--- config.mk ---
export PLATFORM = sky130hd
export DESIGN_NAME = vecmat_dot
export DESIGN_NICKNAME = d
export VERILOG_FILES = /design/src/hdl/lstm_mem_pkg.sv /design/src/hdl/lstm_num_pkg.sv /design/src/hdl/vecmat_dot.sv
export VERILOG_INCLUDE_DIRS = /design/src /design/src/hdl
export SDC_FILE = /design/constraint.sdc
export NUM_CORES = 2
export LEC_CHECK = 0
export BUFFER_PORTS_ARGS = -buffer_cell sky130_fd_sc_hd__buf_2
export CORE_ASPECT_RATIO = 1.5
export CORE_UTILIZATION = 55
export CTS_CLUSTER_DIAMETER = 150
export DETAILED_ROUTE_END_ITERATION = 7
export HOLD_SLACK_MARGIN = 0.02
export PLACE_DENSITY = 0.71
export SLEW_MARGIN = 30
export SYNTH_ARGS = -nofsm -noshare
export SYNTH_HDL_FRONTEND = slang
export SYNTH_SLANG_ARGS = --single-unit
--- constraint.sdc ---
create_clock -name clk -period 7.55 [get_ports clk]
set_clock_uncertainty 0.2 [all_clocks]
set_input_delay 0.3775 -clock clk [delete_from_list [all_inputs] [get_ports clk]]
set_output_delay 0.3775 -clock clk [all_outputs]
set_load 0.005 [all_outputs]
--- src/hdl/lstm_cfg.svh ---
`ifndef LSTM_CFG_SVH
`define LSTM_CFG_SVH

// vector elements and multipliers per row
`define LANES 8
// output rows per weight matrix
`define ROWS 16

// Q8.8 words
`define DATA_WIDTH 16
`define FRAC_BITS 8
`define ACC_WIDTH (`DATA_WIDTH + 8)

// x bank then h bank
`define MEM_DEPTH (2 * `ROWS)

`endif
--- src/hdl/lstm_mem_pkg.sv ---
package lstm_mem_pkg;

`include "lstm_cfg.svh"

	// row address into the shared weight memory
	typedef logic [$clog2(`MEM_DEPTH)-1:0] waddr_t;

	// row number inside one bank
	typedef logic [$clog2(`ROWS)-1:0] row_idx_t;

	typedef logic req_id_t;

	localparam req_id_t REQ_X = 1'b0;
	localparam req_id_t REQ_H = 1'b1;

endpackage

--- src/hdl/lstm_num_pkg.sv ---
package lstm_num_pkg;

`include "lstm_cfg.svh"

	typedef logic signed [`DATA_WIDTH-1:0] word_t;
	typedef logic signed [2*`DATA_WIDTH-1:0] prod_t;
	typedef logic signed [`ACC_WIDTH-1:0] acc_t;
	typedef word_t [`LANES-1:0] vec_t;

	localparam word_t WORD_MAX = {1'b0, {(`DATA_WIDTH-1){1'b1}}};
	localparam word_t WORD_MIN = {1'b1, {(`DATA_WIDTH-1){1'b0}}};

	// clamp an accumulator into word range
	function automatic word_t sat_word(acc_t a);
		if (a > acc_t'(WORD_MAX))
			return WORD_MAX;
		if (a < acc_t'(WORD_MIN))
			return WORD_MIN;
		return word_t'(a);
	endfunction

endpackage

--- src/hdl/vecmat_dot.sv ---
`timescale 1ns/1ps

`include "lstm_cfg.svh"

module vecmat_dot
	import lstm_num_pkg::*, lstm_mem_pkg::*;
(
	input  logic     clk,
	input  logic     reset,
	input  logic     row_valid,
	input  row_idx_t row_tag,
	input  vec_t     vector,
	input  vec_t     weights,
	output logic     dot_valid,
	output row_idx_t dot_tag,
	output acc_t     dot_value
);

	// leaf count of the adder tree, padded to a power of two
	localparam int TREE_W = 1 << $clog2(`LANES);

	vec_t     vec_r;
	vec_t     wt_r;
	vec_t     scaled;
	vec_t     scaled_r;
	acc_t     tree [1:2*TREE_W-1];
	acc_t     sum_r;
	logic     v1, v2, v3;
	row_idx_t tag1, tag2, tag3;

	for (genvar i = 0; i < `LANES; i++) begin : g_lane
		prod_t prod;

		assign prod      = prod_t'(word_t'(vec_r[i])) * prod_t'(word_t'(wt_r[i]));
		assign scaled[i] = word_t'(prod >>> `FRAC_BITS); // back to Q8.8
	end

	for (genvar i = 0; i < TREE_W; i++) begin : g_leaf
		if (i < `LANES) begin : g_used
			assign tree[TREE_W + i] = acc_t'(word_t'(scaled_r[i]));
		end else begin : g_pad
			assign tree[TREE_W + i] = '0;
		end
	end

	for (genvar n = 1; n < TREE_W; n++) begin : g_node
		assign tree[n] = tree[2*n] + tree[2*n + 1];
	end

	// data path, three stages
	always_ff @(posedge clk) begin
		vec_r    <= vector;
		wt_r     <= weights;
		scaled_r <= scaled;
		sum_r    <= tree[1];
		tag1     <= row_tag;
		tag2     <= tag1;
		tag3     <= tag2;
	end

	always_ff @(posedge clk) begin
		if (!reset) begin
			v1 <= 1'b0;
			v2 <= 1'b0;
			v3 <= 1'b0;
		end else begin
			v1 <= row_valid;
			v2 <= v1;
			v3 <= v2;
		end
	end

	assign dot_valid = v3;
	assign dot_tag   = tag3;
	assign dot_value = sum_r;

endmodule

== Yosys cells after proc, flatten, opt, wreduce, memory -nomap -nowiden ==
Index checks and enable logic that the tools add are counted.

* Multipliers: 8
* Add/sub/neg operators: 7

{| class="wikitable"
|+ Operator list
! cell !! number
|-
| 16-bit by 16-bit multiplier with 24-bit output || 8
|-
| 24-bit adder || 3
|-
| 16-bit by 16-bit adder with 17-bit output || 4
|}

* Bits in registers: 423
* Output and inout bits: 29
* Input bits: 263
* Word-level logic and storage cells: 46

== Logic depth before layout (Yosys ltp) ==
* Word-level depth: 3
* Gate-level depth with buffers: 24
* Gate-level depth less buffers: 23

== Worst setup path before layout ==
No wires, ideal clock.

* Path kind: register -> register
* From: register wt_r[55] in the netlist's numbering
* To: register scaled_r[62] in the netlist's numbering
* Library setup time: 0.123 ns
* Path buffers: 2
* Period minus slack after synthesis: 6.192 ns
* Data required time: 7.227 ns
* Arrival: 5.869 ns
* Path slack: 1.358 ns
* Stages on the path, launching flop included: 23
* Path through: dfxtp_1 clkbuf_1 clkbuf_1 nand2_1 fa_1 inv_1 fa_1 inv_1 fa_1 inv_1 fa_1 fa_1 inv_1 fa_1 inv_1 ha_1 and4_1 a22o_1 a21o_1 o41a_1 a211oi_1 o21bai_1 xor2_1

* Longest elaborated chain between the ends: 1

{| class="wikitable"
|+ RTL lines
! what !! RTL line !! text
|-
| start: declaration || vecmat_dot.sv:23 || <nowiki>vec_t wt_r;</nowiki>
|-
| start signal: assignment || vecmat_dot.sv:53 || <nowiki>wt_r <= weights;</nowiki>
|-
| 16-bit by 16-bit multiplier with 24-bit output || vecmat_dot.sv:34 || <nowiki>assign prod = prod_t'(word_t'(vec_r[i])) * prod_t'(word_t'(wt_r[i]));</nowiki>
|-
| net g_lane[3].prod[22] || vecmat_dot.sv:32 || <nowiki>prod_t prod;</nowiki>
|-
| end signal: assignment || vecmat_dot.sv:54 || <nowiki>scaled_r <= scaled;</nowiki>
|-
| end: declaration || vecmat_dot.sv:25 || <nowiki>vec_t scaled_r;</nowiki>
|}

The timed path passes the listed nets, and every way through them passes these cells.
A chain may end at the register's enable or synchronous reset.

== Final worst setup path ==
* From: register wt_r[49] in the netlist's numbering
* To: register scaled_r[62] in the netlist's numbering

Same word-level chain as after synthesis.

==> metrics.cfg <==
[clocking]
clockBufferDepth=3
clk-insertion-delay-late_ps=680
cts_resized=0
cts_setup_buffers=0
tritoncts=done
root_buffer=clkbuf_16
numCtsBuffers=47
path_clk_slew_ps=70
htree_levels=2
cts_sinks=423

[floorplanning]
core_area_sq_mm=0.129
pin_count=292
initial_core_util_pct=55.5
die_area_sq_mm=0.131
die_h_um=443
num_rows=161
die_w_um=296

[global_routing]
grt_pass1_vias=57300
grt_start_max_net_pins=18
track_usage_pct=28.2
grt_pass1_wl_mm=289
grt-ovfl-total=0
antenna_found_initial=3

[worst_setup_path]
worstSetupPathType=reg2reg
r2r_cells=19
cpMostUsedCell=fa_1
r2r-end=scaled_r[62]$_DFF_P_
r2r_start=wt_r[49]$_DFF_P_
crit_path_start=wt_r[49]$_DFF_P_
setup.worst_path.start_class=register
cp.required_ps=7890
critPathMaxFanout=16
slowest_stage=dfxtp_1
crit_path_cell_trace=nand2_1 > fa_1 > fa_1 > inv_1 > fa_1 > inv_1 > fa_1 > fa_1 > fa_1 > inv_1 > ha_1 > a21o_1 > a21o_1 > a22o_1 > a21o_1 > o41a_1 > a211oi_1 > o21bai_1 > xor2_1
cp_data_arrival_time_ps=6960
cpPeakStageDelay_ps=710
r2r_slack_ps=920
path_buf_inv=3
crit_family=adder cells
critPathCaptureType=register

[yosys]
async_reset_ff_share_pct=0
synth_edf_count=0
synth_cells=7660
synth_ff_type=dfxtp_1
seq_area_frac_synth_pct=11.9
synth_seq_cells=423
syn-cell-area_sq_mm=0.0714
synth_nets=10100
ys_warn_count=0
avgSynthCellArea_sq_um=9.32
synth.distinct_cells=57

[sta]
max_freq_ghz=0.151
period_needed_ps=6630
rsz0062_at_grt=false
finalSetupViolations=0
finalCritPeriodShare_pct=87.8
slew_headroom_pct=34.0
tightest_slew_ps=990
maxSlewViolCount=0
setup-tns-final_ps=0
final_hold_viol_count=0

[layout]
fill_cells=11100
multi_input_area_sq_mm=0.0546
finalNonFillerCells=9794
fin_nets=10500
antenna_cells=0
seq_area_sq_mm=0.00847
syn_to_final_growth_pct=10.1
drive_above_1_share_pct=5.18

[run]
drv_cap=0

[drt]
wl_per_cell_um=17.8
wl_mm=175
drt-pass1-iter-count=7
via_per_inst=5.16
drtAntennaViolNets=0
routed-via-count=50500
drc_errors=0
drt-initial-drc-count=2158

[hold_path]
hp-class=in2reg
min_to=vec_r[3]$_DFF_P_
hp-start=vector[3]
whs_path_depth=2

[status]
outcome=finished, final reports clean

[placement]
place_inst=9445
portBuffers=291
dp_hpwl_mm=144
gp_congestion=0.904

[synth_stat cells, types with 4 or more instances]
cell	count	area, sq um
or3_1	20	125
a211o_1	10	87.6
a21o_1	47	353
nand3_1	35	175
xor2_1	76	666
a21oi_1	95	475
nor2b_1	27	169
xnor2_1	267	2340
and2_1	840	5260
a221oi_1	4	35.0
and3_1	13	81.3
ha_1	643	8050
o21a_1	29	218
and4_1	6	52.6
dfxtp_1	423	8470
o21ai_1	21	105
nand2b_1	38	238
inv_1	1966	7380
o21bai_1	12	90.1
a41o_1	4	40.0
nor2_1	140	526
a21boi_1	4	30.0
a211oi_1	16	120
nor3_1	47	235
or2_2	4	25.0
clkbuf_1	255	957
fa_1	1527	30600
o211ai_1	7	52.6
a41oi_1	8	70.1
o21ai_0	29	145
a31oi_1	16	100
nand4_1	16	100
nand2_1	969	3640
[worst max-delay path by stage]
stage / endpoint / cells past startpoint / slack [ps]
6_report: scaled_r[62]$_DFF_P_ / 19 / 920
3_3_place_gp: scaled_r[95]$_DFF_P_ / 20 / 1110
4_1_cts: scaled_r[62]$_DFF_P_ / 19 / 900
3_5_place_dp: scaled_r[62]$_DFF_P_ / 19 / 890
2_1_floorplan: scaled_r[62]$_DFF_P_ / 22 / 1360
5_1_grt: scaled_r[95]$_DFF_P_ / 20 / 570
[layout by cell type, fill, tap and decap left out, drive strengths merged, types with 4 or more instances in the layout]
master,synthesis,layout
a211o,10,10
a211oi,16,16
a21boi,4,4
a21o,47,47
a21oi,95,95
a221oi,4,4
a31oi,16,16
a41o,4,4
a41oi,8,8
and2,840,840
and3,13,13
and4,6,6
buf,0,329
bufinv,0,5
clkbuf,255,54
clkinv,0,12
clkinvlp,0,7
dfxtp,423,423
dlygate4sd3,0,263
fa,1527,1527
ha,643,643
inv,1966,1974
nand2,969,969
nand2b,38,38
nand3,35,35
nand4,16,16
nor2,140,140
nor2b,27,27
nor3,47,47
o211ai,7,7
o21a,29,29
o21ai,50,50
o21bai,12,12
or2,5,5
or3,20,20
xnor2,267,267
xor2,76,76
[kinds of logic (layout without fill, tap and decap cells)]
kind of cell	count (synthesis)	count (layout)	share of synthesized area, %
AOI/OAI and AO/OA	338	338	3.15
xor gates and xnor gates	343	343	4.21
adders and majority gates	2170	2170	54.1
buffers and inverters	2221	2644	11.7
DFF	423	423	11.9
muxes	1	1	0.0140
and+or+nand+nor	2164	2164	15.0
[per-layer routing]
metal | vias up | GRT usage, % | share of wire (%) | wire length, um
met3 | 468 | 3.19 | 4.0 | 6920
met4 | 2 | 14.0 | 5.7 | 9880
met5 | - | 0 | 0.0074 | 13
li1 | 22900 | - | - | -
met2 | 1253 | 53.7 | 55 | 96500
met1 | 25900 | 30.3 | 35 | 61500
[sequential cells by signal (all words and copies together) (netlist names)]
register   cells
tag2           4
vec_r        128
dot_tag        4
wt_r         128
v1             1
v2             1
scaled_r     128
dot_valid      1
tag1           4
dot_value     24
[through the flow]
stage                     setup slack [ps]  instance area (sq um)  utilization (%)  hold WS [ps]
final                                  924                  78600             61.1           126
after global routing                   565                  78600             61.1           117
after CTS                              896                  78600             61.1          82.9
after detailed placement               894                  74300             57.8           114
after global placement                1110                  74300             57.8           112
after floorplan                       1360                  71400                -           110
[worst register-to-register path, stage by stage, from the launching register on]
cell and delay [ps]:
dfxtp_1 710, nand2_1 170, fa_1 540, fa_1 590
inv_1 60, fa_1 500, inv_1 60, fa_1 560
fa_1 440, fa_1 490, inv_1 40, ha_1 330
a21o_1 190, a21o_1 190, a22o_1 180, a21o_1 190
o41a_1 390, a211oi_1 360, o21bai_1 150, xor2_1 170
[cell type report]
class | instances | share of cell area [%]
clock buffers | 54 | 1.58
inverters | 1966 | 9.39
flip-flops and latches | 423 | 10.8
clock inverters | 32 | 0.492
well taps | 1711 | 2.73
repair buffers | 592 | 5.57
multi-input cells | 5016 | 69.5
[repair_timing]
action                                  in CTS  in global routing
hold endpoints to repair                   263                  0
endpoints found under the setup margin       0                  0
hold buffers                               263                  0
Power is not shown: default switching activity piles up to over one toggle a cycle in this logic, so the estimate is an artifact.
