`config.mk`:
```
export PLATFORM = sky130hd
export DESIGN_NAME = gate_sum
export DESIGN_NICKNAME = d
export VERILOG_FILES = /design/src/hdl/lstm_mem_pkg.sv /design/src/hdl/lstm_num_pkg.sv /design/src/hdl/gate_sum.sv
export VERILOG_INCLUDE_DIRS = /design/src /design/src/hdl
export SDC_FILE = /design/constraint.sdc
export NUM_CORES = 1
export LEC_CHECK = 0
export BUFFER_PORTS_ARGS = -buffer_cell sky130_fd_sc_hd__buf_2
export CAP_MARGIN = 0
export CELL_PAD_IN_SITES_DETAIL_PLACEMENT = 1
export CELL_PAD_IN_SITES_GLOBAL_PLACEMENT = 1
export CORE_UTILIZATION = 52
export DETAILED_ROUTE_END_ITERATION = 8
export PLACE_DENSITY_LB_ADDON = 0.05
export SKIP_LAST_GASP = 1
export SLEW_MARGIN = 10
export SYNTH_ARGS = -nofsm -noshare
export SYNTH_HDL_FRONTEND = slang
export SYNTH_SLANG_ARGS = --single-unit
```
`constraint.sdc`:
```
create_clock -name clk -period 6.4 [get_ports clk]
set_input_delay 0.64 -clock clk [delete_from_list [all_inputs] [get_ports clk]]
set_output_delay 0.64 -clock clk [all_outputs]
set_load 0.05 [all_outputs]
```
`src/hdl/lstm_cfg.svh`:
```
`ifndef LSTM_CFG_SVH
`define LSTM_CFG_SVH

// vector elements and multipliers per row
`define LANES 8
// output rows per weight matrix
`define ROWS 16

// Q8.8 words
`define DATA_WIDTH 16
`define FRAC_BITS 8
`define ACC_WIDTH (`DATA_WIDTH + 8)

// x bank then h bank
`define MEM_DEPTH (2 * `ROWS)

`endif
```
`src/hdl/lstm_mem_pkg.sv`:
```
package lstm_mem_pkg;

`include "lstm_cfg.svh"

	// row address into the shared weight memory
	typedef logic [$clog2(`MEM_DEPTH)-1:0] waddr_t;

	// row number inside one bank
	typedef logic [$clog2(`ROWS)-1:0] row_idx_t;

	typedef logic req_id_t;

	localparam req_id_t REQ_X = 1'b0;
	localparam req_id_t REQ_H = 1'b1;

endpackage

```
`src/hdl/lstm_num_pkg.sv`:
```
package lstm_num_pkg;

`include "lstm_cfg.svh"

	typedef logic signed [`DATA_WIDTH-1:0] word_t;
	typedef logic signed [2*`DATA_WIDTH-1:0] prod_t;
	typedef logic signed [`ACC_WIDTH-1:0] acc_t;
	typedef word_t [`LANES-1:0] vec_t;

	localparam word_t WORD_MAX = {1'b0, {(`DATA_WIDTH-1){1'b1}}};
	localparam word_t WORD_MIN = {1'b1, {(`DATA_WIDTH-1){1'b0}}};

	// clamp an accumulator into word range
	function automatic word_t sat_word(acc_t a);
		if (a > acc_t'(WORD_MAX))
			return WORD_MAX;
		if (a < acc_t'(WORD_MIN))
			return WORD_MIN;
		return word_t'(a);
	endfunction

endpackage

```
`src/hdl/gate_sum.sv`:
```
`timescale 1ns/1ps

`include "lstm_cfg.svh"

module gate_sum
	import lstm_num_pkg::*, lstm_mem_pkg::*;
(
	input  logic     clk,
	input  logic     reset,
	input  logic     start,
	input  logic     x_valid,
	input  row_idx_t x_tag,
	input  acc_t     x_value,
	input  logic     h_valid,
	input  row_idx_t h_tag,
	input  acc_t     h_value,
	output logic     busy,
	output logic     out_valid,
	output row_idx_t out_row,
	output word_t    out_data,
	output logic     done
);

	acc_t            x_slot [`ROWS];
	acc_t            h_slot [`ROWS];
	logic [`ROWS-1:0] x_have;
	logic [`ROWS-1:0] h_have;
	logic            hit;
	row_idx_t        hit_row;
	row_idx_t        count;

	// lowest row with both halves present
	always_comb begin
		hit     = 1'b0;
		hit_row = '0;
		for (int r = `ROWS - 1; r >= 0; r--) begin
			if (x_have[r] && h_have[r]) begin
				hit     = 1'b1;
				hit_row = row_idx_t'(r);
			end
		end
	end

	always_ff @(posedge clk) begin
		if (x_valid)
			x_slot[x_tag] <= x_value;
		if (h_valid)
			h_slot[h_tag] <= h_value;
		if (hit) begin
			out_row  <= hit_row;
			out_data <= sat_word(x_slot[hit_row] + h_slot[hit_row]);
		end
	end

	always_ff @(posedge clk) begin
		if (!reset) begin
			x_have    <= '0;
			h_have    <= '0;
			busy      <= 1'b0;
			out_valid <= 1'b0;
			done      <= 1'b0;
			count     <= '0;
		end else begin
			if (hit) begin
				x_have[hit_row] <= 1'b0; // slot free again
				h_have[hit_row] <= 1'b0;
			end
			if (x_valid)
				x_have[x_tag] <= 1'b1;
			if (h_valid)
				h_have[h_tag] <= 1'b1;
			out_valid <= hit;
			done      <= out_valid && (count == row_idx_t'(`ROWS - 1));
			if (out_valid)
				count <= count + 1'b1;
			if (start && !busy) begin
				busy  <= 1'b1;
				count <= '0;
			end else if (done) begin
				busy <= 1'b0; // drops the cycle after done
			end
		end
	end

endmodule

```
# ---- Word level (Yosys, flattened, before mapping)
# Memory sizes are Yosys's and may differ from the RTL's.
# Cells that the tools add are included.
# W data, S select, Z words.
dict set report op_classes {
  bitwise 6
  addsub 2
  n_mux 59
  n_eq_ne 1
  n_reduce_logical 24
  order_cmp 8
}
# cell count
set op_table {}
lappend op_table {{$mux W16} 10}
lappend op_table {{$mux W4} 16}
lappend op_table {{$and A16 B16 Y16} 2}
lappend op_table {{$or A16 B16 Y16} 2}
lappend op_table {{$mux W1} 30}
lappend op_table {{$add A24 B24 Y24} 1}
lappend op_table {{$gt A24 B16 Y1 const B} 1}
lappend op_table {{$lt A24 B16 Y1 const B} 1}
lappend op_table {{$logic_and A1 B1 Y1} 21}
lappend op_table {{$not A16 Y16} 1}
lappend op_table {{$lt A4 B5 Y1 const B} 3}
lappend op_table {{$demux W1 S4} 3}
lappend op_table {{$ge A4 B1 Y1 const B} 3}
lappend op_table {{$add A4 B1 Y4 const B} 1}
lappend op_table {{$eq A4 B4 Y1 const B} 1}
lappend op_table {{$reduce_bool A2 Y1} 1}
lappend op_table {{$reduce_or A2 Y1} 1}
lappend op_table {{$logic_not A1 Y1} 1}
lappend op_table {{$not A1 Y1} 1}
dict set report totals {
  mem_bits_rw 768
  regBits 59
  memories 2
  out_inout_bits 23
  in_bits 61
  elab_cells 110
}
# memory words width read_ports rd_clocked_by_memory_dff wr line_no
set memory_table {}
lappend memory_table {h_slot 16 24 1 0 1 gate_sum.sv:25} ;# acc_t h_slot [`ROWS];
lappend memory_table {x_slot 16 24 1 0 1 gate_sum.sv:24} ;# acc_t x_slot [`ROWS];

# ---- Longest topological paths before layout
dict set report depth {
  depth_word 27
  ltp_mapped 26
  ltp_nobuf 21
}

# ---- Least setup slack after synthesis
# OpenSTA, ideal clock, no wires.
dict set report synth_path {
  path_type {register to register}
  from {reg x_have[11]}
  to {reg out_data[9] (data pin)}
  required_time_ns 6.146
  path_buffers 4
  setup_ns 0.254
  period_less_slack_ns 5.163
  path_stages_with_launch 24
  setup_slack_ns 1.237
  arrival_time_ns 4.909
  cell_sequence {dfxtp_1 nand2_1 a32o_1 o21ai_1 a21oi_2 buf_2 buf_1 clkbuf_1 a211oi_1 a311oi_1 or4_1 ha_1 fa_1 a211oi_1 nor2_1 o21ai_0 o221ai_1 o31ai_1 a21oi_1 nor3_1 nand4b_1 nor3b_4 buf_6 a21o_1}
}
dict set report synth_via {
  elab_chain_cells 21
  elab_cells_between_ends 26
  classes_between {1 x add/sub; 2 x order compare; 20 x mux; 1 x reduce/logical; 2 x memory}
}
# item line_no
set synth_rtl {}
lappend synth_rtl {{start: declaration} gate_sum.sv:26} ;# logic [`ROWS-1:0] x_have;
lappend synth_rtl {{start signal: assignment} gate_sum.sv:57} ;# x_have <= '0;
lappend synth_rtl {{start signal: indexed assignment} gate_sum.sv:65} ;# x_have[hit_row] <= 1'b0;
lappend synth_rtl {{start signal: indexed assignment} gate_sum.sv:69} ;# x_have[x_tag] <= 1'b1;
lappend synth_rtl {{$logic_and A1 B1 Y1 (*)} gate_sum.sv:37} ;# if (x_have[r] && h_have[r]) begin
lappend synth_rtl {{$mux W4 (*) (12 in a row)} gate_sum.sv:37}
lappend synth_rtl {{$mem_v2 Z16 W24 (on tied branches)} -}
lappend synth_rtl {{$add A24 B24 Y24 (*)} gate_sum.sv:51} ;# out_data <= sat_word(x_slot[hit_row] + h_slot[hit_row]);
lappend synth_rtl {{$lt A24 B16 Y1} lstm_num_pkg.sv:17} ;# if (a < acc_t'(WORD_MIN))
lappend synth_rtl {{$mux W1 (2 in a row)} lstm_num_pkg.sv:17}
lappend synth_rtl {{$mux W1} gate_sum.sv:49} ;# if (hit) begin
lappend synth_rtl {{$mux W16} lstm_num_pkg.sv:19} ;# return word_t'(a);
lappend synth_rtl {{$mux W16 (*)} lstm_num_pkg.sv:17}
lappend synth_rtl {{end signal: assignment} gate_sum.sv:51}
lappend synth_rtl {{end: declaration} gate_sum.sv:20} ;# output word_t out_data,
# Mark *: on every way between the ends. The rest lies on a longest branch, timed or not. The select of a mux whose other input is x is not followed.
# A chain may end at the register's enable or synchronous reset.

# ---- Final worst setup path
dict set report layout_path {
  from {reg x_have[13]}
  to {reg out_data[14] (data pin)}
}
dict set report layout_via {
  elab_chain_cells 23
  elab_cells_between_ends 28
  classes_between {1 x add/sub; 2 x order compare; 22 x mux; 1 x reduce/logical; 2 x memory}
}
# item line_no
set layout_rtl {}
lappend layout_rtl {{$logic_and A1 B1 Y1 (*)} gate_sum.sv:37}
lappend layout_rtl {{$mux W4 (*) (14 in a row)} gate_sum.sv:37}
lappend layout_rtl {{$mem_v2 Z16 W24 (on tied branches)} -}
lappend layout_rtl {{$add A24 B24 Y24 (*)} gate_sum.sv:51}
lappend layout_rtl {{$lt A24 B16 Y1} lstm_num_pkg.sv:17}
lappend layout_rtl {{$mux W1 (2 in a row)} lstm_num_pkg.sv:17}
lappend layout_rtl {{$mux W1} gate_sum.sv:49}
lappend layout_rtl {{$mux W16} lstm_num_pkg.sv:19}
lappend layout_rtl {{$mux W16 (*)} lstm_num_pkg.sv:17}
# Marks and branches as above.

==> flow_summary.yaml <==
status:
  run_status: "complete, no violations"
sta:
  final.min_clock_period_ps: 6030
  setup_total_negative_slack_ps: 0
  max_freq_mhz: 166
  finalHoldViolCount: 0
  rsz0062_at_grt: "no"
  worst_slew_pin_slew_ps: 1190
  min_period_over_period: 0.942
  worst_slew_margin_rel: 0.204
  slew_violations: 0
  fin_hold_ws_ps: 275
  worst_clock_skew_ps: 21.8
  setup_viol: 0
die:
  die_h_um: 257
  die_width_um: 257
  die_area_um2: 66200
  num_rows: 93
  initial_core_util: 0.526
  i_o_pin_cnt: 84
  core-area_um2: 64500
critical_path:
  class_of_the_most_critical_setup_path: "register to register"
  worstPathMaxFanout: 44
  max_stage_delay_ps: 620
  cp.required_ps: 6780
  critical_path_arrival_ps: 6410
  cp-start-kind: "register"
  cp_slowest_cell: "sky130_fd_sc_hd__or4_1"
  worst_setup_path_end_kind: "register"
  crit_chain: "a22o_1 -> o21ai_0 -> a21oi_1 -> o211ai_1 -> nand3_4 -> buf_12 -> a211oi_1 -> a311oi_1 -> or4_1 -> ha_1 -> fa_1 -> a211oi_1 -> nor2_1 -> o21ai_0 -> o221ai_1 -> o31ai_1 -> a21oi_1 -> nor3_1 -> nand4b_1 -> nor3b_4 -> buf_4 -> a21o_1"
detailed_routing:
  routed_wire_length_per_instance_um: 29.2
  drtPass1Iterations: 7
  antenna_violating_nets_remaining: 0
  detail_route.iter0.violations: 2052
  post_drt_via_cell_ratio: 6.38
  wl_um: 102000
  drc: 0
  vias: 22300
cts:
  maximum_buffer_depth_of_the_clock_tree: 3
  tritoncts: "done"
  cts_sinks: 827
  cts-hold-fix-buffers: 0
  clkTransAtPathRegs_ps: 60
  clkLatencyLatePin_ps: 640
  htreeDepth: 3
  cts_buffers: 87
  post-cts-setup-buffer-count: 0
  cts-resized-gates: 0
  cts_root_buf: "sky130_fd_sc_hd__clkbuf_16"
logic_synthesis:
  synth_top_flop_cell: "sky130_fd_sc_hd__edfxtp_1"
  yosysSeqAreaShare: 0.722
  syn-instance-count: 2464
  synth_area_leaders: "sky130_fd_sc_hd__edfxtp_1, sky130_fd_sc_hd__nand2_1, sky130_fd_sc_hd__a211oi_1"
  synth-seq-cells: 827
  library_cell_with_the_largest_summed_area_after_synthesis: "sky130_fd_sc_hd__edfxtp_1"
  synth-xor-area-share: 0.00543
  combinational_family_with_the_most_area_after_synthesis: "compound AO/OA/AOI/OAI gates"
  synth.cell_area_um2: 33900
  synthMostInstantiatedCell: "sky130_fd_sc_hd__edfxtp_1"
  yosys.area.top_type_share: 0.699
  yosys-mux-area-fraction: 0.00211
  syn_avg_cell_area_um2: 13.7
  mappedNetlistNets: 2550
  post_synth_edffs: 788
  yosys.area_share.adder: 0.00946
  ys_top_cells_by_count: "sky130_fd_sc_hd__edfxtp_1, sky130_fd_sc_hd__nand2_1, sky130_fd_sc_hd__nor2b_1"
  synth-compound-area-share: 0.128
  post_synth_and_or_nand_nor_area_fraction: 0.113
  yosys_warnings: 0
  synthArstFlopShare: 0
  ys_types: 74
grt:
  busiest_layer: "met2"
  grt_start_max_net_pins: 115
  grt_use_met1: 0.439
  groute.layer.met3.usage: 0.0464
  grt_first_pass_wirelength_um: 150000
  grt_antenna_before_repair: 9
  use_met2: 0.499
  grt_pass1_vias: 23100
  globalRouteTotalUtil: 0.311
  gr-total-overflow: 0
cells_and_area:
  drive_above_1_share: 0.136
  final_core_utilization: 0.602
  net_total_in_the_final_layout: 2657
  synthesis_to_layout_area_growth_pct: 14.5
power_and_ir_drop:
  switching_share: 0.214
  powerDensity_nw_per_um2: 300
  static-leakage-power_nw: 12.8
  irDropWorstVdd_mv: 0.325
  pwr-share-comb: 0.042
  clock_power_share: 0.437
  net-switching-power_mw: 2.50
  power.share.sequential: 0.521
  power.internal_mw: 9.15
run:
  max_cap_viol_count: 0
placed_design:
  dpl.hpwl_um: 57600
  place_congestion: 0.905
  port_buffers: 83
worst_hold_path:
  hold_class: "primary input to register"
==> flip-flops by register name, summed over array words and instances, names as in the netlist <==
register	cells
h_slot	384
x_slot	384
h_have	16
out_data	16
x_have	16
count	4
out_row	4
busy	1
done	1
out_valid	1
==> path summary, 6_finish.rpt <==
path | startpoint | slack [ps] | cells past startpoint | endpoint
setup / recovery | x_have[13] | 370 | 22 | out_data[14]
hold / removal | start | 280 | 2 | busy
setup reg to reg | x_have[13] | 370 | 22 | out_data[14]
hold reg to reg | count[2] | 490 | 2 | done
==> metal layers <==
| metal | vias to the layer above | part of all wire | wire (um) |
|---|---|---|---|
| met3 | 197 | 0.066 | 6720 |
| li1 | 9688 | - | - |
| met2 | 812 | 0.47 | 48500 |
| met5 | - | 0.00079 | 81 |
| met1 | 11600 | 0.43 | 43800 |
| met4 | 12 | 0.030 | 3050 |
==> placed cells by master, fill, tap and decap left out, drive strengths merged, types with 8 or more instances in the layout <==
| cell type | n |
|---|---|
| edfxtp | 788 |
| nand2 | 416 |
| nor2b | 197 |
| a211oi | 188 |
| buf | 178 |
| a31oi | 114 |
| clkbuf | 107 |
| nor2 | 79 |
| a311oi | 72 |
| o22ai | 56 |
| o21ai | 50 |
| a21oi | 41 |
| dfxtp | 39 |
| clkinv | 36 |
| ha | 24 |
| a21o | 20 |
| or4 | 18 |
| nor3 | 18 |
| and2 | 17 |
| inv | 17 |
| nand3 | 16 |
| o21a | 15 |
| xnor2 | 13 |
| bufinv | 9 |
| xor2 | 8 |
==> power by group through the flow <==
stage / combinational (mW) / sequential [mW] / clock [mW]
final: 0.494 / 6.07 / 5.09
after global placement: 0.467 / 6.17 / 0
after CTS: 0.488 / 6.07 / 5.15
after global routing: 0.528 / 6.07 / 5.33
after floorplan: 0.242 / 6.18 / 0
after detailed placement: 0.484 / 6.18 / 0
==> stage by stage <==
step	worst slack, ps	power (mW)	area (um2)	instances
floorplan	1240	6.42	33900	2464
global placement	585	6.64	35900	3337
detailed placement	535	6.67	35900	3337
CTS	484	11.7	38800	3498
global route	47.1	11.9	38800	3500
finish	373	11.6	38800	3502
==> worst max-delay path, delay by kind of cell, from the launching register on <==
family,cells,cell delay (ps)
buffers and inverters,2,480
DFF,1,340
and+or+nand+nor,6,1480
AOI/OAI and AO/OA,12,2650
adders and majority gates,2,790
==> area by class of cell <==
cell class                 instances  area [um2]
antenna                            4        10.0
clock buffer                     107        2330
timing repair buffer             178        1370
tap                              855        1070
clock inverter                    54         538
multi-input combinational       1466        8980
sequential                       827       24400
fill                            6156       25700
inverter                          11        46.3
==> cells by family after synthesis <==
kind of cell               count (synthesis)
AOI/OAI and AO/OA                        610
xor gates and xnor gates                  21
adders and majority gates                 25
buffers and inverters                    171
DFF                                      827
muxes                                      7
and+or+nand+nor                          803
(Power assumes the default switching activity.)
