## config.mk

```make
export PLATFORM = sky130hd
export DESIGN_NAME = row_fetch
export DESIGN_NICKNAME = d
export VERILOG_FILES = /design/src/hdl/lstm_mem_pkg.sv /design/src/hdl/row_fetch.sv
export VERILOG_INCLUDE_DIRS = /design/src /design/src/hdl
export SDC_FILE = /design/constraint.sdc
export NUM_CORES = 1
export LEC_CHECK = 0
export ABC_AREA = 1
export BUFFER_PORTS_ARGS = -buffer_cell sky130_fd_sc_hd__buf_4
export CORE_UTILIZATION = 43
export CTS_BUF_LIST = sky130_fd_sc_hd__clkbuf_4 sky130_fd_sc_hd__clkbuf_8
export CTS_CLUSTER_SIZE = 25
export DETAILED_ROUTE_END_ITERATION = 6
export PLACE_DENSITY_LB_ADDON = 0.2
export SLEW_MARGIN = 20
export SYNTH_ARGS = -nofsm -noshare
export SYNTH_HDL_FRONTEND = slang
export SYNTH_SLANG_ARGS = --single-unit
export TNS_END_PERCENT = 20
```

## constraint.sdc

```tcl
create_clock -name clk -period 2.6 [get_ports clk]
set_input_delay 0.65 -clock clk [delete_from_list [all_inputs] [get_ports clk]]
set_output_delay 0.65 -clock clk [all_outputs]
set_load 0.03 [all_outputs]
```

## src/hdl/lstm_cfg.svh

```systemverilog
`ifndef LSTM_CFG_SVH
`define LSTM_CFG_SVH

// vector elements and multipliers per row
`define LANES 8
// output rows per weight matrix
`define ROWS 16

// Q8.8 words
`define DATA_WIDTH 16
`define FRAC_BITS 8
`define ACC_WIDTH (`DATA_WIDTH + 8)

// x bank then h bank
`define MEM_DEPTH (2 * `ROWS)

`endif
```

## src/hdl/lstm_mem_pkg.sv

```systemverilog
package lstm_mem_pkg;

`include "lstm_cfg.svh"

	// row address into the shared weight memory
	typedef logic [$clog2(`MEM_DEPTH)-1:0] waddr_t;

	// row number inside one bank
	typedef logic [$clog2(`ROWS)-1:0] row_idx_t;

	typedef logic req_id_t;

	localparam req_id_t REQ_X = 1'b0;
	localparam req_id_t REQ_H = 1'b1;

endpackage

```

## src/hdl/row_fetch.sv

```systemverilog
`timescale 1ns/1ps

`include "lstm_cfg.svh"

module row_fetch
	import lstm_mem_pkg::*;
#(
	parameter int BASE = 0
) (
	input  logic     clk,
	input  logic     reset,
	input  logic     start,
	input  logic     grant,
	input  logic     data_ready,
	output logic     req,
	output waddr_t   addr,
	output logic     row_valid,
	output row_idx_t row_tag
);

	logic     active;
	row_idx_t row;

	// tags of granted rows waiting for their data
	row_idx_t tag_q [2];
	logic     wr_ptr;
	logic     rd_ptr;

	assign req  = active;
	assign addr = waddr_t'(BASE) + waddr_t'(row);

	always_ff @(posedge clk) begin
		if (!reset) begin
			active <= 1'b0;
			row    <= '0;
			wr_ptr <= 1'b0;
			rd_ptr <= 1'b0;
		end else begin
			if (!active && start) begin
				active <= 1'b1;
				row    <= '0;
			end else if (grant) begin
				if (row == row_idx_t'(`ROWS - 1))
					active <= 1'b0; // last row of the bank
				row <= row + 1'b1;
			end
			if (grant)
				wr_ptr <= ~wr_ptr;
			if (data_ready)
				rd_ptr <= ~rd_ptr;
		end
	end

	always_ff @(posedge clk) begin
		if (grant)
			tag_q[wr_ptr] <= row;
	end

	assign row_valid = data_ready;
	assign row_tag   = tag_q[rd_ptr];

endmodule

```

-- Word-level counts from Yosys, hierarchy flattened
Memories as Yosys holds them, arrays and structs flattened. A register that Yosys moved wholly into a read port is not among the register bits.
Cells that the tools add are included.
- output and inout port bits: 11
- memories: 1
- register bits after elaboration: 7
- RAM bits: 8
- memory list (memory ; words ; width ; rd ports ; clocked after memory_dff ; write ports ; RTL line ; source):
    tag_q ; 2 ; 4 ; 1 ; 1 ; 1 ; row_fetch.sv:25 ; row_idx_t tag_q [2];
- bitwise operators: 3
- eq/ne operators: 1
- reductions and logical operators: 6
- multiplexer cells: 7
- $add $sub $neg: 1
- operators with widths (operator ; number):
    1-bit 2-to-1 mux ; 7
    4-bit by 1-bit adder with 4-bit output (second input constant) ; 1
    4-bit == test (second input constant) ; 1
    2-bit nonzero test ; 2
    1-bit inverter ; 3
    2-bit AND reduction ; 1
    2-bit OR reduction ; 1
    1-bit logical AND ; 1
    1-bit zero test ; 1

-- Depth between registers and ports, before layout
Gate-level depths: netlist of the first run.
- depth in word-level cells: 4
- depth in mapped cells: 5
- mapped depth without buffers: 4

-- Worst setup path before layout of the first run
No wires, ideal clock.
- path kind: input to output
- from: input data_ready
- to: output row_valid
- path buffers: 1
- path slack: 1155 ps
- stages: 1
- arrival time: 795 ps
- path through: buf_4
- RTL lines (what ; RTL line ; source):
    start, declared ; row_fetch.sv:14 ; input logic data_ready,
    end, declared ; row_fetch.sv:17 ; output logic row_valid,
No word-level cell between the ends.

==> flow_summary.ini, run 1 <==
[logic_synthesis]
synthAdderAreaFrac_pct = 1.95
ys_seq_area_share_pct = 62.5
muxShareOfSynthArea_pct = 7.03
netlist_area_sq_um = 641
yosys_warnings = 0
synth_nets = 64
syn_avg_cell_area_sq_um = 11.0
synth-seq-cells = 16
synth.distinct_cells = 17
synth_top_family_by_area = simple AND/OR/NAND/NOR gates
synth-xor-area-share_pct = 1.37
synth_simple_gate_area_share_pct = 14.3
synth_cells = 58
synth-compound-area-share_pct = 4.69

[floorplan]
coreArea_sq_mm = 0.00135
rows = 13
die_y_um = 40.6
initial_core_util_pct = 47.5
die_x_um = 40.6
die-area_sq_mm = 0.00165
io_pins = 16

[clock_network]
cts_buffers = 3
htreeDepth = 1
cts-root-buf = clkbuf_4
cts-resized-gates = 0
clk_latency_ps = 270
clk_pin_slew_ps = 80
cts_tree = built
cts_setup_buffers = 0
clock_path_buffers = 2
cts_hold_buf = 0
cts.sinks = 16

[finish]
utilization_pct = 56.9
fill_cells = 124
diodes = 0
register_area_sq_um = 400
area_growth_pct = 19.9
finalNonFillerCells = 88
drive_gt1_share_pct = 32.9
multi_input_area_sq_um = 191
nets = 80

[placement]
place_inst = 84
place_congestion = 0.637
port_buffers = 14
pre_cts_ws_ps = 1030
hpwl_um = 699

[setup_path]
cp_max_fo = 4
crit_required_ps = 1950
arrival_ps = 1210
reg2reg_from = row[0]
crit_path_end_kind = primary output
reg2reg_setup_slack_ps = 1520
path_class = register to primary output
critPathLaunchType = register

[global_routing]
grt_max_degree = 10
gr-total-overflow = 0
grt_pass1_wl_um = 1310
grt_usage_pct = 12.2
antenna_found_initial = 0
grt_pass1_vias = 307

[sta]
fin_worst_skew_ps = 9.35
min_period_ps = 1860
slew_violations = 0
finalCritPeriodShare_pct = 71.4
fmax_mhz = 539
timing.final.ws_setup_ps = 744
rsz0062_at_grt = false
setup_viol = 0
tns_ps = 0
final_hold_viol_count = 0

[detailed_routing]
routed_via_density = 4.64
drc = 0
dr.pass1.iters = 2
routed_wl_um = 935
drt_iter0_markers = 2
wire_per_inst_um = 10.6
postRouteAntennaNets = 0
vias = 408

[power_and_ir_drop]
switching_share_pct = 24.1
p_leak_nw = 0.325
switchingPower_mw = 0.119
seqPwrFrac_pct = 57.8
peakVddDrop_mv = 0.360
power_density_mw_per_mm2 = 646
clock_power_share_pct = 28.0
comb_power_share_pct = 14.2
power.internal_mw = 0.377

[status]
status = complete, no violations

[flow_run]
max_cap_viol_count = 0

[worst_hold_path]
hp-start = req
hp-class = register to register
## worst max-delay path, stage by stage, from the launching register on
cell and delay, ps:
dfxtp_1 420, mux2_2 360, buf_4 170
## Yosys cell counts
library cell / number / area (sq um)
a21oi_1: 4 / 20.0
buf_4: 2 / 15.0
buf_6: 1 / 11.3
conb_1: 1 / 3.75
dfxtp_1: 8 / 160
edfxtp_1: 8 / 240
ha_1: 1 / 12.5
inv_1: 6 / 22.5
mux2_2: 4 / 45.0
nand2_1: 9 / 33.8
nand2_4: 1 / 11.3
nor2_1: 6 / 22.5
nor2_2: 1 / 6.26
nor3_1: 2 / 10.0
nor3b_1: 1 / 7.51
o21ai_0: 2 / 10.0
xnor2_1: 1 / 8.76
## cell type report
type | count | area share [%]
tap | 15 | 2.44
clock buffer | 4 | 3.91
timing repair buffer | 14 | 13.7
inverter | 6 | 2.93
sequential | 16 | 52.1
multi-input combinational | 33 | 24.9
## placed cells by master (no fill, tap or decap)
| master | instances |
|---|---|
| buf_4 | 14 |
| edfxtp_1 | 8 |
| nor3_1 | 2 |
| nand2_1 | 9 |
| nand2_4 | 1 |
| nor2_2 | 1 |
| conb_1 | 1 |
| a21oi_1 | 4 |
| inv_1 | 6 |
| ha_1 | 1 |
| nor3b_1 | 1 |
| nor2_1 | 6 |
| dfxtp_1 | 8 |
| xnor2_1 | 1 |
| o21ai_0 | 2 |
| clkbuf_4 | 4 |
| mux2_2 | 4 |
## per-layer routing
layer | part of all wire, % | vias to the layer above | GRT usage [%]
li1 | - | 215 | -
met5 | 0 | - | 0
met1 | 48 | 184 | 15.4
met4 | 0 | 0 | 0
met3 | 4.3 | 0 | 3.33
met2 | 48 | 9 | 21.8
## cells by family (layout without fill, tap and decap cells)
group	count (synthesis)	count (layout)
buffers and inverters	9	24
other	1	1
adders and majority gates	1	1
AOI/OAI and AO/OA	6	6
xor gates and xnor gates	1	1
muxes	4	4
and+or+nand+nor	20	20
DFF	16	16
## stage by stage
stage / total power, mW / hold slack [ps] / instance area, sq um
2_1_floorplan: 0.342 / 473 / 641
3_3_place_gp: 0.362 / 486 / 738
3_5_place_dp: 0.364 / 492 / 738
4_1_cts: 0.501 / 504 / 768
5_1_grt: 0.517 / 520 / 768
6_report: 0.496 / 500 / 768
## sequential cells by signal, summed over array words and instances, names as in the netlist, named ones only
name / flops
tag_q: 8
req: 1
rd_ptr: 1
wr_ptr: 1
row: 4
## power by group through the flow
stage / clock [mW] / sequential [mW] / combinational [mW]
3_3_place_gp: 0 / 0.293 / 0.0697
3_5_place_dp: 0 / 0.293 / 0.0707
4_1_cts: 0.143 / 0.287 / 0.0710
6_report: 0.139 / 0.287 / 0.0702
2_1_floorplan: 0 / 0.296 / 0.0455
5_1_grt: 0.153 / 0.289 / 0.0754
## path summary, 6_finish.rpt
| check | endpoint | cells past startpoint |
|---|---|---|
| setup / recovery | row_tag[0] | 2 |
| hold / removal | req | 2 |
| setup reg to reg | req | 4 |
| hold reg to reg | req | 2 |
Note: power is estimated with default switching activity, not from simulation.
==> run 2: changes to the inputs <==
--- a/config.mk
+++ b/config.mk
@@ -6,7 +6,7 @@
 export SDC_FILE = /design/constraint.sdc
 export NUM_CORES = 1
 export LEC_CHECK = 0
-export ABC_AREA = 1
+export ABC_AREA = 0
 export BUFFER_PORTS_ARGS = -buffer_cell sky130_fd_sc_hd__buf_4
 export CORE_UTILIZATION = 43
 export CTS_BUF_LIST = sky130_fd_sc_hd__clkbuf_4 sky130_fd_sc_hd__clkbuf_8
==> constraint.sdc (replaced) <==
create_clock -name clk -period 1.9 [get_ports clk]
set_input_delay 0.475 -clock clk [delete_from_list [all_inputs] [get_ports clk]]
set_output_delay 0.475 -clock clk [all_outputs]
set_load 0.03 [all_outputs]
==> run 2 against run 1 <==
Count of clock-buffer cells in the layout unchanged. Global-route usage rose by 1.6 points. Clock skew decreased by 8.4 ps. Non-clock buffer count stayed put. Cell count decreased by 11%. Total power is 37% higher. Utilization hardly changed. Critical path type unchanged. Critical endpoint is now row_tag[1]. Largest cell class unchanged. Largest power group unchanged.
==> flow_summary.ini, run 2 <==
[clock_network]
cts_hold_buf = 0
cts_buffers = 3
cts_setup_buffers = 0
cts_tree = built
cts-resized-gates = 0
clock_path_buffers = 2
cts.sinks = 16
htreeDepth = 1
clk_pin_slew_ps = 90
clk_latency_ps = 270
cts-root-buf = clkbuf_4

[placement]
port_buffers = 14
pre_cts_ws_ps = 510
place_congestion = 0.603
hpwl_um = 629
place_area_sq_um = 729

[logic_synthesis]
synth_top_family_by_area = simple AND/OR/NAND/NOR gates
yosys_warnings = 0
ys_top_cells_by_area = edfxtp_1, dfxtp_1, mux2_2, xor2_1, and2_1
synth-compound-area-share_pct = 3.56
ys_seq_area_share_pct = 63.4
synth-xor-area-share_pct = 5.54
synth-seq-cells = 16
synthFlopType = edfxtp_1
synth_nets = 54
async_reset_ff_share_pct = 0
syn_avg_cell_area_sq_um = 13.2
muxShareOfSynthArea_pct = 8.71
synth_simple_gate_area_share_pct = 11.5
synth_commonest_cells = dfxtp_1, edfxtp_1, nor2_1, mux2_2
synth_top_area_cell = edfxtp_1
synth_edf_count = 8
synth_top_area_share_pct = 38.0
synthAdderAreaFrac_pct = 1.98
synth_cells = 48
netlist_area_sq_um = 632
synth.distinct_cells = 20

[floorplan]
die-area_sq_mm = 0.00163
rows = 13
initial_core_util_pct = 47.4
io_pins = 16
die_y_um = 40.3
coreArea_sq_mm = 0.00133
die_x_um = 40.3

[global_routing]
gr-total-overflow = 0
antenna_found_initial = 0
grt_pass1_wl_um = 1390
grt_usage_pct = 13.7
grt_max_degree = 10
grt_pass1_vias = 307

[setup_path]
cp_max_fo = 4
crit_path_end_kind = primary output
crit_required_ps = 1420
critPathLaunchType = register
arrival_ps = 1200
path_class = register to primary output

[detailed_routing]
vias = 367
dr.pass1.iters = 2
drc = 0
wire_per_inst_um = 10.7
routed_via_density = 4.71
drt_iter0_markers = 2
routed_wl_um = 838
postRouteAntennaNets = 0

[finish]
largest_reg_flops = 8
nets = 70
fin_area_sq_um = 759
drive_gt1_share_pct = 38.1
multi_input_area_sq_um = 201
register_area_sq_um = 400
fill_cells = 121
final_cell_mix = buf_4, dfxtp_1, edfxtp_1
area_growth_pct = 20.2
reg.largest.list = tag_q x8, row x4
diodes = 0
regMostFlops = tag_q
final_common_cell = buf_4
utilization_pct = 56.9

[power_and_ir_drop]
seqPwrFrac_pct = 57.8
power.internal_mw = 0.517
switchingPower_mw = 0.161
switching_share_pct = 23.8
power_mw = 0.678
p_leak_nw = 0.328
comb_power_share_pct = 13.9
power_density_mw_per_mm2 = 893
peakVddDrop_mv = 0.391
clock_power_share_pct = 28.3

[status]
status = complete, no violations

[sta]
rsz0062_at_grt = false
fin_worst_skew_ps = 0.963
min_period_ps = 1670
finalCritPeriodShare_pct = 87.9
setup_viol = 0
final_hold_viol_count = 0
slew_violations = 0
timing.final.ws_setup_ps = 229
fmax_mhz = 598
tns_ps = 0

[worst_hold_path]
hp-class = input pin to register

[flow_run]
max_cap_viol_count = 0
[run 2: power by group through the flow]
stage	sequential, mW	combinational, mW	clock, mW
finish	0.392	0.0944	0.192
global route	0.395	0.102	0.211
CTS	0.392	0.0955	0.196
detailed placement	0.400	0.0952	0
global placement	0.400	0.0939	0
floorplan	0.405	0.0606	0
[run 2: metrics by stage]
stage               hold slack, ps  std cells
finish                         435         78
global route                   437         78
CTS                            433         78
detailed placement             465         74
global placement               461         74
floorplan                      555         48
[run 2: worst max-delay path, cell delays in order, from the launching register on]
cell and delay [ps]:
dfxtp_1 400, mux2_2 350, buf_4 170
[run 2: final timing paths]
check,cells after the start,slack (ps),start,end
max,2,230,register,row_tag[1]
min reg2reg,1,480,req,req
max reg2reg,3,880,row[0],row[1]
min,2,440,reset,wr_ptr
[run 2: cell families (layout without fill, tap and decap cells)]
family                     count (synthesis)  count (layout)
and+or+nand+nor                           13              13
other                                      1               1
muxes                                      5               5
buffers and inverters                      4              19
AOI/OAI and AO/OA                          4               4
adders and majority gates                  1               1
DFF                                       16              16
xor gates and xnor gates                   4               4
[run 2: final cells by class]
cell class	count	area share (%)
Inverter	1	0.494
Timing Repair Buffer	14	13.8
Multi-Input combinational cell	28	26.5
Clock buffer	4	3.95
Sequential cell	16	52.7
Tap cell	15	2.47
[run 2: metal layers]
metal  global-route usage (%)  up-vias  wire [um]
met3                     3.33        2         31
met1                     17.0      167        410
met2                     20.6        9        386
met4                     10.0        0         10
met5                        0        -          0
li1                         -      189          -
==> run 3: changes to the inputs <==
--- a/config.mk
+++ b/config.mk
@@ -8,7 +8,7 @@
 export LEC_CHECK = 0
 export ABC_AREA = 0
 export BUFFER_PORTS_ARGS = -buffer_cell sky130_fd_sc_hd__buf_4
-export CORE_UTILIZATION = 43
+export CORE_UTILIZATION = 36
 export CTS_BUF_LIST = sky130_fd_sc_hd__clkbuf_4 sky130_fd_sc_hd__clkbuf_8
 export CTS_CLUSTER_SIZE = 25
 export DETAILED_ROUTE_END_ITERATION = 6
==> constraint.sdc (replaced) <==
create_clock -name clk -period 1.9 [get_ports clk]
set_input_delay 0.19 -clock clk [delete_from_list [all_inputs] [get_ports clk]]
set_output_delay 0.19 -clock clk [all_outputs]
set_load 0.03 [all_outputs]
==> run 3 against run 2 <==
Cell count increased by 1.3%. Sequential cell count unchanged. Critical endpoint unchanged. Total power about the same. Critical path type unchanged. Utilization decreased by 8.7 points. Maximum frequency increased by 20%. Sequential share of layout area decreased by 0.087 points. Critical path depth unchanged. First-iteration DRC count increased to 2.5 times the previous value. Combinational power about the same.
==> flow_summary.ini, run 3 (synthesized netlist as in run 2, its figures left out) <==
[finish]
nets = 70
reg.largest.list = tag_q x8, row x4
largest_reg_flops = 8
diodes = 0
regMostFlops = tag_q
fin_area_sq_um = 761
final_cell_mix = buf_4, dfxtp_1, edfxtp_1
drive_gt1_share_pct = 38.1
area_growth_pct = 20.4
final_common_cell = buf_4

[power_and_ir_drop]
p_leak_nw = 0.328
power_mw = 0.678
power.internal_mw = 0.517
switching_share_pct = 23.8
power_density_mw_per_mm2 = 892
comb_power_share_pct = 13.9
switchingPower_mw = 0.161
peakVddDrop_mv = 0.413
seqPwrFrac_pct = 57.8
clock_power_share_pct = 28.2

[clock_network]
cts.sinks = 16
cts_tree = built
htreeDepth = 1
cts_hold_buf = 0
clk_pin_slew_ps = 80
cts-root-buf = clkbuf_4
cts-resized-gates = 0
clock_path_buffers = 2
clk_latency_ps = 280
cts_buffers = 3
cts_setup_buffers = 0

[sta]
finalCritPeriodShare_pct = 73.2
final_hold_viol_count = 0
fin_worst_skew_ps = 7.05
setup_viol = 0
min_period_ps = 1390
whs_ps = 150
rsz0062_at_grt = false
tns_ps = 0
fmax_mhz = 719
slew_violations = 0

[detailed_routing]
postRouteAntennaNets = 0
vias = 372
routed_wl_um = 865
wire_per_inst_um = 10.9
drc = 0
dr.pass1.iters = 6
drt_iter0_markers = 5
routed_via_density = 4.71

[placement]
place_congestion = 0.593
port_buffers = 14
place_area_sq_um = 731
hpwl_um = 655

[setup_path]
path_class = register to primary output
crit_path_end_kind = primary output
reg2reg_setup_slack_ps = 860
crit_required_ps = 1710
reg2reg_depth = 4
arrival_ps = 1200
r2r_end = row[2]
critPathLaunchType = register
cp_max_fo = 4
reg2reg_from = row[0]

[floorplan]
die_x_um = 43.9
coreArea_sq_mm = 0.00158
initial_core_util_pct = 40.1
die_y_um = 43.9
io_pins = 16
rows = 14
die-area_sq_mm = 0.00193

[global_routing]
grt_pass1_vias = 363
antenna_found_initial = 0
gr-total-overflow = 0
grt_max_degree = 10
grt_pass1_wl_um = 1560
grt_usage_pct = 11.5

[worst_hold_path]
hp-class = input pin to register
hp-start = reset
hold_depth = 2
hold_path_end = rd_ptr

[status]
status = complete, no violations

[flow_run]
max_cap_viol_count = 0
run 3: cell counts in the layout (fill, tap and decap cells not counted):
No cell type changed its count.
run 3: metrics by stage:
stage,instances,util (%),setup slack [ps]
floorplan,48,-,740
global placement,75,46.3,825
detailed placement,75,46.3,811
CTS,79,48.3,491
global route,79,48.3,438
finish,79,48.3,509
run 3: worst max path at each step:
stage,from,end,cells past startpoint
detailed placement,register,row_tag[2],2
floorplan,row[0],row[1],3
CTS,register,row_tag[2],2
global placement,register,row_tag[0],2
finish,register,row_tag[1],2
global route,register,row_tag[3],2
run 3: layout make-up:
type | count | area (sq um)
Fill cell | 157 | 816
Sequential cell | 16 | 400
Multi-Input combinational cell | 28 | 201
Timing Repair Buffer | 14 | 105
Clock buffer | 4 | 30.0
Tap cell | 16 | 20.0
Inverter | 1 | 3.75
run 3: power groups by stage:
stage / Clock [mW] / Sequential [mW] / Combinational, mW
after global placement: 0 / 0.400 / 0.0949
after detailed placement: 0 / 0.401 / 0.0952
after floorplan: 0 / 0.405 / 0.0606
final: 0.191 / 0.392 / 0.0946
after CTS: 0.199 / 0.393 / 0.0958
after global routing: 0.216 / 0.396 / 0.103
run 3: critical path: stages (launching register included):
cell and delay (ps):
dfxtp_1 410, mux2_2 360, buf_4 170
run 3: layer usage:
metal / share of wire (%) / global-route usage (%) / vias to the layer above / wire (um)
li1: - / - / 190 / -
met1: 49 / 16.0 / 171 / 420
met2: 46 / 16.1 / 11 / 399
met3: 5.2 / 2.50 / 0 / 45
met4: 0 / 7.27 / 0 / 0
met5: 0 / 0 / - / 0
